[src/step_defs.svh]
`ifndef STEP_DEFS_SVH
`define STEP_DEFS_SVH

// axis count, 1 to 15 (axis field 15 is the global page)
`define STEP_NUM_AXES 4

// period, pulse number and step count width, one bus word
`define STEP_CNT_W 32

// axis field value that selects the global registers
`define STEP_ERR_AXIS 4'd15

// register offsets inside an axis page
`define STEP_REG_CTRL   4'd0
`define STEP_REG_STATE  4'd2
`define STEP_REG_COUNT  4'd4
`define STEP_REG_PERIOD 4'd5
`define STEP_REG_PULSES 4'd6
`define STEP_REG_DIR    4'd7

`endif
[src/step_pkg.sv]
`include "step_defs.svh"

package step_pkg;

  typedef enum logic [1:0]
  {
    ST_IDLE   = 2'd0,
    ST_MOVE   = 2'd1, // free run until stop
    ST_MOVE_N = 2'd2  // counted run
  } axis_state_e;

  typedef enum logic [3:0]
  {
    REG_CTRL   = `STEP_REG_CTRL,
    REG_STATE  = `STEP_REG_STATE,
    REG_COUNT  = `STEP_REG_COUNT,
    REG_PERIOD = `STEP_REG_PERIOD,
    REG_PULSES = `STEP_REG_PULSES,
    REG_DIR    = `STEP_REG_DIR
  } reg_off_e;

  typedef struct packed
  {
    logic [`STEP_CNT_W-1:0] period;       // clocks between step pulses
    logic [`STEP_CNT_W-1:0] pulse_number; // steps per MOVE_N run
    logic                   dir;
  } axis_cfg_t;

  // one-cycle pulses from the CTRL register
  typedef struct packed
  {
    logic start;
    logic start_n;
    logic stop;
  } axis_cmd_t;

  typedef struct packed
  {
    axis_state_e            state;
    logic [`STEP_CNT_W-1:0] step_count;
  } axis_stat_t;

endpackage

[src/step_top.sv]
`include "step_defs.svh"

module step_top
  import step_pkg::*;
(
  input  logic                      clk,
  input  logic                      rst,
  input  logic [7:0]                address,
  input  logic [31:0]               writedata,
  input  logic                      write,
  input  logic                      read,
  output logic [31:0]               readdata,
  output logic [`STEP_NUM_AXES-1:0] step,
  output logic [`STEP_NUM_AXES-1:0] dir,
  output logic [`STEP_NUM_AXES-1:0] enable
);

  axis_cfg_t  [`STEP_NUM_AXES-1:0] cfg;
  axis_cmd_t  [`STEP_NUM_AXES-1:0] cmd;
  axis_stat_t [`STEP_NUM_AXES-1:0] stat;
  logic                            wr_err;

  step_csr step_csr_inst
  (
    .clk       (clk),
    .rst       (rst),
    .address   (address),
    .writedata (writedata),
    .write     (write),
    .cfg       (cfg),
    .cmd       (cmd),
    .wr_err    (wr_err)
  );

  for (genvar i = 0; i < `STEP_NUM_AXES; i++)
  begin : g_axis
    step_axis step_axis_inst
    (
      .clk    (clk),
      .rst    (rst),
      .cfg    (cfg[i]),
      .cmd    (cmd[i]),
      .stat   (stat[i]),
      .step   (step[i]),
      .dir    (dir[i]),
      .enable (enable[i])
    );
  end

  step_readback step_readback_inst
  (
    .clk      (clk),
    .rst      (rst),
    .address  (address),
    .read     (read),
    .write    (write),
    .cfg      (cfg),
    .stat     (stat),
    .wr_err   (wr_err),
    .readdata (readdata)
  );

endmodule

[src/step_readback.sv]
`include "step_defs.svh"

module step_readback
  import step_pkg::*;
(
  input  logic                            clk,
  input  logic                            rst,
  input  logic [7:0]                      address,
  input  logic                            read,
  input  logic                            write,
  input  axis_cfg_t  [`STEP_NUM_AXES-1:0] cfg,
  input  axis_stat_t [`STEP_NUM_AXES-1:0] stat,
  input  logic                            wr_err,
  output logic [31:0]                     readdata
);

  logic [3:0] axis_sel;
  reg_off_e   off;
  axis_cfg_t  sel_cfg;
  axis_stat_t sel_stat;
  logic [31:0] rd_mux;

  assign axis_sel = address[7:4];
  assign off      = reg_off_e'(address[3:0]);

  always_comb
  begin
    sel_cfg  = '0;
    sel_stat = '0;
    for (int i = 0; i < `STEP_NUM_AXES; i++)
    begin
      if (axis_sel == 4'(i))
      begin
        sel_cfg  = cfg[i];
        sel_stat = stat[i];
      end
    end
  end

  always_comb
  begin
    rd_mux = '0; // CTRL and holes read 0
    if (axis_sel == `STEP_ERR_AXIS)
    begin
      if (off == REG_CTRL)
        rd_mux = {31'b0, wr_err};
    end
    else if (axis_sel < 4'(`STEP_NUM_AXES))
    begin
      case (off)
        REG_STATE:  rd_mux = 32'(sel_stat.state);
        REG_COUNT:  rd_mux = sel_stat.step_count;
        REG_PERIOD: rd_mux = sel_cfg.period;
        REG_PULSES: rd_mux = sel_cfg.pulse_number;
        REG_DIR:    rd_mux = {31'b0, sel_cfg.dir};
        default:    rd_mux = '0;
      endcase
    end
  end

  always_ff @(posedge clk)
  begin
    if (rst)
      readdata <= '0;
    else if (read && !write) // write wins a collision
      readdata <= rd_mux;
  end

endmodule

[src/step_axis.sv]
`include "step_defs.svh"

module step_axis
  import step_pkg::*;
(
  input  logic       clk,
  input  logic       rst,
  input  axis_cfg_t  cfg,
  input  axis_cmd_t  cmd,
  output axis_stat_t stat,
  output logic       step,
  output logic       dir,
  output logic       enable
);

  axis_state_e            state;
  axis_state_e            next_state;
  logic [`STEP_CNT_W-1:0] timer;
  logic [`STEP_CNT_W-1:0] step_count;
  logic [`STEP_CNT_W-1:0] period_eff;
  logic                   moving;
  logic                   entry;
  logic                   done_n;
  logic                   dir_q;

  // periods of 0 and 1 run at 2
  assign period_eff = (cfg.period < `STEP_CNT_W'(2)) ? `STEP_CNT_W'(2) : cfg.period;

  assign moving = (state != ST_IDLE);
  assign entry  = (state == ST_IDLE) && (next_state != ST_IDLE);
  assign step   = (timer == period_eff); // timer rests at 0 while idle

  // last counted pulse, or nothing to do at all
  assign done_n = (cfg.pulse_number == '0) ||
                  (step && (step_count + 1'b1 >= cfg.pulse_number));

  always_comb
  begin
    case (state)
      ST_IDLE:
      begin
        if (cmd.start)
          next_state = ST_MOVE; // start beats start_n
        else if (cmd.start_n)
          next_state = ST_MOVE_N;
        else
          next_state = ST_IDLE;
      end
      ST_MOVE:
        next_state = cmd.stop ? ST_IDLE : ST_MOVE;
      ST_MOVE_N:
        next_state = (cmd.stop || done_n) ? ST_IDLE : ST_MOVE_N;
      default:
        next_state = ST_IDLE;
    endcase
  end

  always_ff @(posedge clk)
  begin
    if (rst)
    begin
      state      <= ST_IDLE;
      timer      <= '0;
      step_count <= '0;
      dir_q      <= 1'b0;
    end
    else
    begin
      state <= next_state;
      if (entry)
      begin
        timer      <= '0;
        step_count <= '0;
        dir_q      <= cfg.dir; // held for the whole run
      end
      else if (moving)
      begin
        if (step)
        begin
          timer      <= `STEP_CNT_W'(1);
          step_count <= step_count + 1'b1;
        end
        else
          timer <= timer + 1'b1;
        if (next_state == ST_IDLE)
          timer <= '0; // parked until the next run
      end
    end
  end

  // driver enable follows next state, up in the command cycle
  assign enable = (next_state != ST_IDLE);
  assign dir    = dir_q;

  assign stat.state      = state;
  assign stat.step_count = step_count;

  a_no_step_idle: assert property (@(posedge clk) disable iff (rst)
    (state == ST_IDLE) |-> !step);

  a_enable_idle: assert property (@(posedge clk) disable iff (rst)
    (state == ST_IDLE && !cmd.start && !cmd.start_n) |-> !enable);

endmodule

[src/step_csr.sv]
`include "step_defs.svh"

module step_csr
  import step_pkg::*;
(
  input  logic                                clk,
  input  logic                                rst,
  input  logic [7:0]                          address,
  input  logic [31:0]                         writedata,
  input  logic                                write,
  output axis_cfg_t [`STEP_NUM_AXES-1:0]      cfg,
  output axis_cmd_t [`STEP_NUM_AXES-1:0]      cmd,
  output logic                                wr_err
);

  logic [3:0] axis_sel;
  reg_off_e   off;
  logic       axis_ok;
  logic       off_ok;

  assign axis_sel = address[7:4];
  assign off      = reg_off_e'(address[3:0]);
  assign axis_ok  = axis_sel < 4'(`STEP_NUM_AXES);

  // only these offsets take writes
  assign off_ok = (off == REG_CTRL) || (off == REG_PERIOD) ||
                  (off == REG_PULSES) || (off == REG_DIR);

  always_ff @(posedge clk)
  begin
    if (rst)
    begin
      cfg    <= '0;
      cmd    <= '0;
      wr_err <= 1'b0;
    end
    else
    begin
      cmd <= '0; // pulses last one cycle

      if (write && !(axis_ok && off_ok))
        wr_err <= 1'b1; // sticky until reset

      for (int i = 0; i < `STEP_NUM_AXES; i++)
      begin
        if (write && axis_sel == 4'(i))
        begin
          case (off)
            REG_CTRL:
            begin
              cmd[i].stop    <= writedata[0];
              cmd[i].start   <= writedata[1];
              cmd[i].start_n <= writedata[2];
            end
            REG_PERIOD:
              cfg[i].period <= writedata;
            REG_PULSES:
              cfg[i].pulse_number <= writedata;
            REG_DIR:
              cfg[i].dir <= writedata[0];
            default:
            begin
            end
          endcase
        end
      end
    end
  end

  // a command bit never stays up across two cycles
  a_cmd_one_cycle: assert property (@(posedge clk) disable iff (rst)
    (cmd & $past(cmd)) == '0);

endmodule

[config.mk]
export PLATFORM = sky130hd
export DESIGN_NAME = step_top
export DESIGN_NICKNAME = d
export VERILOG_FILES = /design/src/step_pkg.sv /design/src/step_top.sv /design/src/step_readback.sv /design/src/step_axis.sv /design/src/step_csr.sv
export VERILOG_INCLUDE_DIRS = /design/src
export SDC_FILE = /design/constraint.sdc
export NUM_CORES = 2
export LEC_CHECK = 0
export BUFFER_PORTS_ARGS = -buffer_cell sky130_fd_sc_hd__buf_4
export CAP_MARGIN = 30
export CORE_UTILIZATION = 45
export CTS_CLUSTER_DIAMETER = 200
export DETAILED_ROUTE_END_ITERATION = 7
export PLACE_DENSITY = 0.71
export SYNTH_ARGS = -nofsm -noshare
export SYNTH_HDL_FRONTEND = slang
export SYNTH_HIERARCHICAL = 1
export SYNTH_SLANG_ARGS = --single-unit
[constraint.sdc]
create_clock -name clk -period 2.9 [get_ports clk]
set_input_delay 0 -clock clk [delete_from_list [all_inputs] [get_ports clk]]
set_output_delay 0 -clock clk [all_outputs]
set_load 0.01 [all_outputs]
# Word-level counts from Yosys, hierarchy flattened
# Index checks and enable logic that the tools add are counted.
classes:
  n_addsub: 8
  magnitude_cmp: 9
  n_eq_ne: 21
  muxes: 45
  n_bitwise: 4
  n_reduce_logical: 74
ops:
  columns: ["cell", "count"]
  rows:
  - ["2-to-1 mux 32 bit", 14]
  - ["2-to-1 mux 65 bit", 4]
  - ["adder 32 x 1 -> 32 bit, second input constant", 8]
  - ["one-hot mux 32 bit (5 select lines)", 1]
  - ["2-to-1 mux 34 bit", 4]
  - ["equality test 32 bit", 4]
  - ["greater-or-equal comparator 32 bit", 4]
  - ["zero test 32 bit", 4]
  - ["< comparator 32 x 2 -> 1 bit, second input constant", 4]
  - ["AND reduction 2 bit", 16]
  - ["2-to-1 mux 2 bit", 12]
  - ["one-hot mux 2 bit (3 select lines)", 4]
  - ["equality test 4 x 3 -> 1 bit, second input constant", 4]
  - ["zero test 2 bit", 8]
  - ["nonzero test 2 bit", 8]
  - ["OR reduction 2 bit", 8]
  - ["logical AND 1 bit", 15]
  - ["equality test 4 x 2 -> 1 bit, second input constant", 3]
  - ["logical OR 1 bit", 11]
  - ["equality test 2 x 1 -> 1 bit, second input constant", 4]
  - ["equality test 2 bit, second input constant", 4]
  - ["zero test 4 bit", 2]
  - ["2-to-1 mux 1 bit", 5]
  - ["equality test 4 x 1 -> 1 bit, second input constant", 1]
  - ["5 further kinds", 9]
totals:
  register_bits: 573
  in_bits: 44
  word_cells: 203

# Logic depth before layout (Yosys ltp)
logic_depth:
  word_depth: 11
  mapped_depth: 15
  mapped_depth_nobuf: 15

# By module
# Netlist, hierarchy kept.
by_module_without_submodules:
  columns: ["module", "instances", "cells_each", "area_per_inst_um2"]
  rows:
  - ["step_axis", 4, 625, 4986.0]
  - ["step_csr", 1, 965, 10721.5]
  - ["step_readback", 1, 565, 4720.8]

# Worst setup path after synthesis
# Ideal clock, no wire load.
synth_timing:
  kind: "register to register"
  startpoint: "register g_axis[0].step_axis_inst.step_count[9]"
  endpoint: "register g_axis[0].step_axis_inst.timer[0]"
  arrival_ns: 3.026
  t_required_ns: 2.808
  path_slack_ns: -0.218
  path_stages_with_launch: 16
  period_less_slack_ns: 3.118
  path_cell_list: "dfxtp_1 > nand4_2 > nor3_4 > nand4_4 > nor2_8 > nand4_4 > nor2_1 > xor2_1 > ha_1 > nand4_1 > nor2_1 > o221a_2 > nor3_1 > o21ai_0 > o31a_1 > o32ai_1"
synth_via:
  elab_chain_len: 10
  elab_cells_between_ends: 12
  cone_classes: "1 x add/sub; 1 x order compare; 3 x mux; 7 x reduce/logical"
synth_lines:
  columns: ["item", "line", "text"]
  rows:
  - ["start, declared", "step_axis.sv:19", "logic [`STEP_CNT_W-1:0] step_count;"]
  - ["start signal, assigned", "step_axis.sv:81", "step_count <= step_count + 1'b1;"]
  - ["adder 32 x 1 -> 32 bit *", "step_axis.sv:35", "(step && (step_count + 1'b1 >= cfg.pulse_number));"]
  - ["greater-or-equal comparator 32 bit *", "step_axis.sv:35", null]
  - ["logical AND 1 bit *", "step_axis.sv:35", null]
  - ["logical OR 1 bit *", "step_axis.sv:34", "assign done_n = (cfg.pulse_number == '0) ||"]
  - ["logical OR 1 bit *", "step_axis.sv:52", "next_state = (cmd.stop || done_n) ? ST_IDLE : ST_MOVE_N;"]
  - ["2-to-1 mux 2 bit *", "step_axis.sv:52", null]
  - ["one-hot mux 2 bit (3 select lines) *", "step_axis.sv:39", "case (state)"]
  - ["nonzero test 2 bit", "step_axis.sv:30", "assign entry = (state == ST_IDLE) && (next_state != ST_IDLE);"]
  - ["logical AND 1 bit", "step_axis.sv:30", null]
  - ["OR reduction 2 bit (no line)", null, null]
  - ["end signal, assigned", "step_axis.sv:80", "timer <= `STEP_CNT_W'(1);"]
  - ["end signal, assigned", "step_axis.sv:84", "timer <= timer + 1'b1;"]
  - ["end, declared", "step_axis.sv:18", "logic [`STEP_CNT_W-1:0] timer;"]
# Every way passes the cells marked *; elsewhere a longest branch is shown, timed or not.
# A chain may end at the register's enable or synchronous reset.

# Final worst setup path
layout_timing:
  startpoint: "register g_axis[0].step_axis_inst.step_count[6]"
  endpoint: "output port enable[0]"
layout_via:
  elab_chain_len: 8
layout_lines:
  columns: ["item", "line", "text"]
  rows:
  - ["adder 32 x 1 -> 32 bit", "step_axis.sv:35", null]
  - ["greater-or-equal comparator 32 bit", "step_axis.sv:35", null]
  - ["logical AND 1 bit", "step_axis.sv:35", null]
  - ["logical OR 1 bit", "step_axis.sv:34", null]
  - ["logical OR 1 bit", "step_axis.sv:52", null]
  - ["2-to-1 mux 2 bit", "step_axis.sv:52", null]
  - ["one-hot mux 2 bit (3 select lines)", "step_axis.sv:39", null]
  - ["nonzero test 2 bit", "step_axis.sv:92", "assign enable = (next_state != ST_IDLE);"]
  - ["end, declared", "step_top.sv:15", "output logic [`STEP_NUM_AXES-1:0] enable"]
# Every way passes these cells.

==> impl_metrics.py <==
metrics = {
    "critical_path": {
        "rr_worst_depth": 17,
        "startpoint_type": "flip-flop",
        "criticalPathCategory": "reg -> out",
        "worstPathArrival_ns": 3.78,
        "cp_cell_sequence": "nand3_4 -> nor3_4 -> buf_6 -> nand4_4 -> buf_6 -> nor2_4 -> xor2_1 -> ha_1 -> a211oi_2 -> o211ai_1 -> o221a_2 -> nor3_2 -> buf_4 -> o21ai_2 -> a21o_1 -> nand2_2 -> buf_6",
        "crit_slowest_cell": "dfxtp_2",
        "path_delay_family": "compound AO/OA/AOI/OAI gates",
        "reg2reg_from": "g_axis[0].step_axis_inst/step_count[6]",
        "worstPathMaxFanout": 3,
        "crit_path_end_kind": "output port",
        "cp.required_ns": 2.90,
        "crit_top_cell": "buf_6",
        "r2r-end": "g_axis[0].step_axis_inst/timer[0]",
        "cp_num_buf_inv": 4,
        "reg2reg_slack_ns": -0.41,
        "cpPeakStageDelay_ns": 0.34,
    },
    "logic_synthesis": {
        "synth-edff-count": 0,
        "yosysTopAreaCellShare": 0.324,
        "synth_simple_gate_area_frac": 0.241,
        "ys_seq_area_frac": 0.324,
        "synth_ff_type": "dfxtp_1",
        "synth_seq_cells": 573,
        "synthMuxAreaShare": 0.140,
        "synthTopCellsByCount": "dfxtp_1 (573), nand2b_1 (302), nand2_1 (292)",
        "synthAdderAreaFrac": 0.0481,
        "synth_compound_area_frac": 0.111,
        "synthesis.area_um2": 35400,
        "syn_nets": 4210,
        "synth-xor-area-share": 0.0874,
        "netlist_instances": 4030,
        "yosysWarnings": 6,
        "async_flop_share": 0,
        "synth_area_leader_cell": "dfxtp_1",
        "synthTopCellsByArea": "dfxtp_1 (32%), mux2i_1 (7.7%), xnor2_1 (6.0%)",
        "synthDistinctLibCells": 80,
        "synth.avg_cell_area_um2": 8.78,
        "synth_top_family_by_area": "simple AND/OR/NAND/NOR gates",
        "post-synth-top-count-cell": "dfxtp_1",
    },
    "power_and_ir_drop": {
        "leakage_uw": 0.0190,
        "irDropWorstVdd_mv": 0.353,
        "powerDensity_nw_per_um2": 413,
    },
    "worst_hold_path": {
        "worstHoldPathCells": 3,
        "min-delay-start": "writedata[8]",
        "min_path_type": "in -> reg",
        "min_to": "step_csr_inst/cfg[236]",
    },
    "cts": {
        "cts_max_path_buffers": 3,
        "cts_tree": "built",
        "cts_sinks": 573,
        "clkTransAtPathRegs_ns": 0.06,
        "clock_latency_ns": 0.63,
        "cts-htree-levels": 3,
        "cts_buffers": 68,
        "cts_root_buf": "clkbuf_16",
    },
    "final_layout": {
        "final_core_util": 0.555,
        "post-route-cell-area_um2": 43100,
        "syn_to_final_growth_pct": 21.7,
        "fin_nets": 4624,
        "drive_gt1_frac": 0.245,
        "multi_input_area_um2": 22800,
        "fillers": 6874,
        "regArea_um2": 11500,
        "n_antenna_cell": 0,
    },
    "sta": {
        "worst_pin_slew_ns": 1.02,
        "drv_slew": 0,
        "maxSlewHeadroom": 0.320,
        "fin_crit_ns": 3.78,
        "clock_skew_ns": 0.0263,
        "timing.final.ws_setup_ns": -0.884,
        "rsz0062_at_grt": "true",
        "fmax_mhz": 264,
        "holdWs_ns": 0.0742,
        "setup_viol": 12,
        "hold_viol": 0,
        "timing.final.crit_share": 1.30,
    },
    "detailed_routing": {
        "vias": 33092,
        "post_drt_wl_per_cell_um": 23.1,
        "routed_via_density": 5.98,
        "drtIter0Drc": 3882,
        "drtAntennaViolNets": 0,
        "drtPass1Iterations": 8,
        "drc_errors": 0,
        "routed_wirelength_mm": 128,
    },
    "die": {
        "io_pins": 88,
        "start_util": 0.456,
        "dieWidth_um": 282,
        "die_area_um2": 79800,
        "die_h_um": 282,
        "core_region_area_um2": 77600,
        "num_rows": 102,
    },
    "global_route": {
        "antenna_found_initial": 3,
        "overflow": 0,
        "grt_max_degree": 110,
        "grt_pass1_vias": 30515,
        "grtUsageTotal": 0.312,
        "grt_pass1_wl_mm": 188,
    },
    "job": {
        "max-cap-violations": 0,
    },
    "placed_design": {
        "port_buffers": 87,
        "placed_area_um2": 39500,
        "hpwlAfterDp_mm": 94.3,
        "gp_congestion": 1.05,
    },
    "run_status": {
        "status": "finished with violations",
        "failed_checks": "negative setup slack",
    },
}
[what timing repair did]
action	in CTS	in global routing
resized for setup	86	68
pin swaps	85	64
buffers inserted	44	21
hold endpoints to repair	55	0
setup endpoints to repair	15	31
hold buffers	22	0
[power breakdown]
| group | internal, uW | switching [uW] |
|---|---|---|
| registers | 7880 | 14.2 |
| clock network | 5280 | 3620 |
| logic | 338 | 647 |
| total | 13500 | 4280 |
[through the flow]
| step | TNS, ns | setup slack [ns] | cells | power, uW |
|---|---|---|---|---|
| 2_1_floorplan | 0 | 0.0210 | 4030 | 8580 |
| 3_3_place_gp | -3.25 | -0.345 | 5335 | 8960 |
| 3_5_place_dp | -3.95 | -0.423 | 5335 | 8970 |
| 4_1_cts | -4.81 | -0.820 | 5518 | 17800 |
| 5_1_grt | -7.32 | -1.04 | 5533 | 18100 |
| 6_report | -5.48 | -0.884 | 5533 | 17800 |
[kinds of logic (layout without fill, tap and decap cells)]
family | Yosys count | after routing
compound gates | 600 | 600
mux | 469 | 469
buf+inv | 383 | 846
xor+xnor | 353 | 353
fa+ha+maj | 136 | 136
flops | 573 | 573
simple gates | 1516 | 1516
[cells in the final DEF, fill, tap and decap left out, drive strengths merged, types with 14 or more instances in the layout]
| cell | instances |
|---|---|
| ha | 136 |
| o21bai | 30 |
| dlygate4sd3 | 22 |
| mux2 | 196 |
| xor2 | 109 |
| dfxtp | 573 |
| o211ai | 48 |
| a21o | 20 |
| nor2 | 282 |
| clkbuf | 97 |
| a31o | 20 |
| and2 | 24 |
| nand2 | 292 |
| and4 | 16 |
| a21oi | 109 |
| a31oi | 28 |
| and3 | 49 |
| nand3 | 109 |
| buf | 543 |
| nand2b | 302 |
| nor4 | 103 |
| nor3 | 58 |
| or4 | 32 |
| or2 | 20 |
| xnor2 | 244 |
| inv | 163 |
| o21ai | 102 |
| nor2b | 14 |
| nand4 | 133 |
| o22ai | 137 |
| mux2i | 272 |
| or3 | 46 |
[worst min-delay path: cells and delay by family]
| kind | cells | cell delay, ns |
|---|---|---|
| buf+inv | 1 | 0.08 |
| mux | 1 | 0.24 |
| simple gates | 1 | 0.34 |
[cell type report]
class | count | area share
inverter | 160 | 0.0141
timing repair buffer | 567 | 0.104
clock inverter | 24 | 0.00665
sequential | 573 | 0.268
clock buffer | 95 | 0.0466
multi-input combinational | 3074 | 0.531
tap | 1040 | 0.0302
[layer usage]
metal / up-vias / GRT usage / routed length [um]
met5: - / 0 / 13
met4: 2 / 0.150 / 6630
met3: 304 / 0.0585 / 13400
met2: 1663 / 0.463 / 54200
met1: 15891 / 0.433 / 53700
li1: 15232 / - / -
[worst max path at each step]
stage                                                       start                                end  slack (ns)  depth (start not counted)
after floorplan            g_axis[0].step_axis_inst/step_count[0]  g_axis[0].step_axis_inst/timer[0]        0.02                         14
after global placement    g_axis[3].step_axis_inst/step_count[11]                          enable[3]       -0.35                         17
final                      g_axis[0].step_axis_inst/step_count[6]                          enable[0]       -0.88                         17
after detailed placement  g_axis[1].step_axis_inst/step_count[11]                          enable[1]       -0.42                         16
after global routing       g_axis[1].step_axis_inst/step_count[4]                          enable[1]       -1.04                         16
after CTS                 g_axis[3].step_axis_inst/step_count[10]                          enable[3]       -0.82                         19
[flip-flops by register name, indices dropped and copies added (netlist names)]
register / count
step_csr_inst/cfg: 260
g_axis.step_axis_inst/step_count: 128
g_axis.step_axis_inst/dir: 4
step_csr_inst/wr_err: 1
step_readback_inst/readdata: 32
step_csr_inst/cmd: 12
g_axis.step_axis_inst/state: 8
g_axis.step_axis_inst/timer: 128
Power figures use the tool's default switching activity.
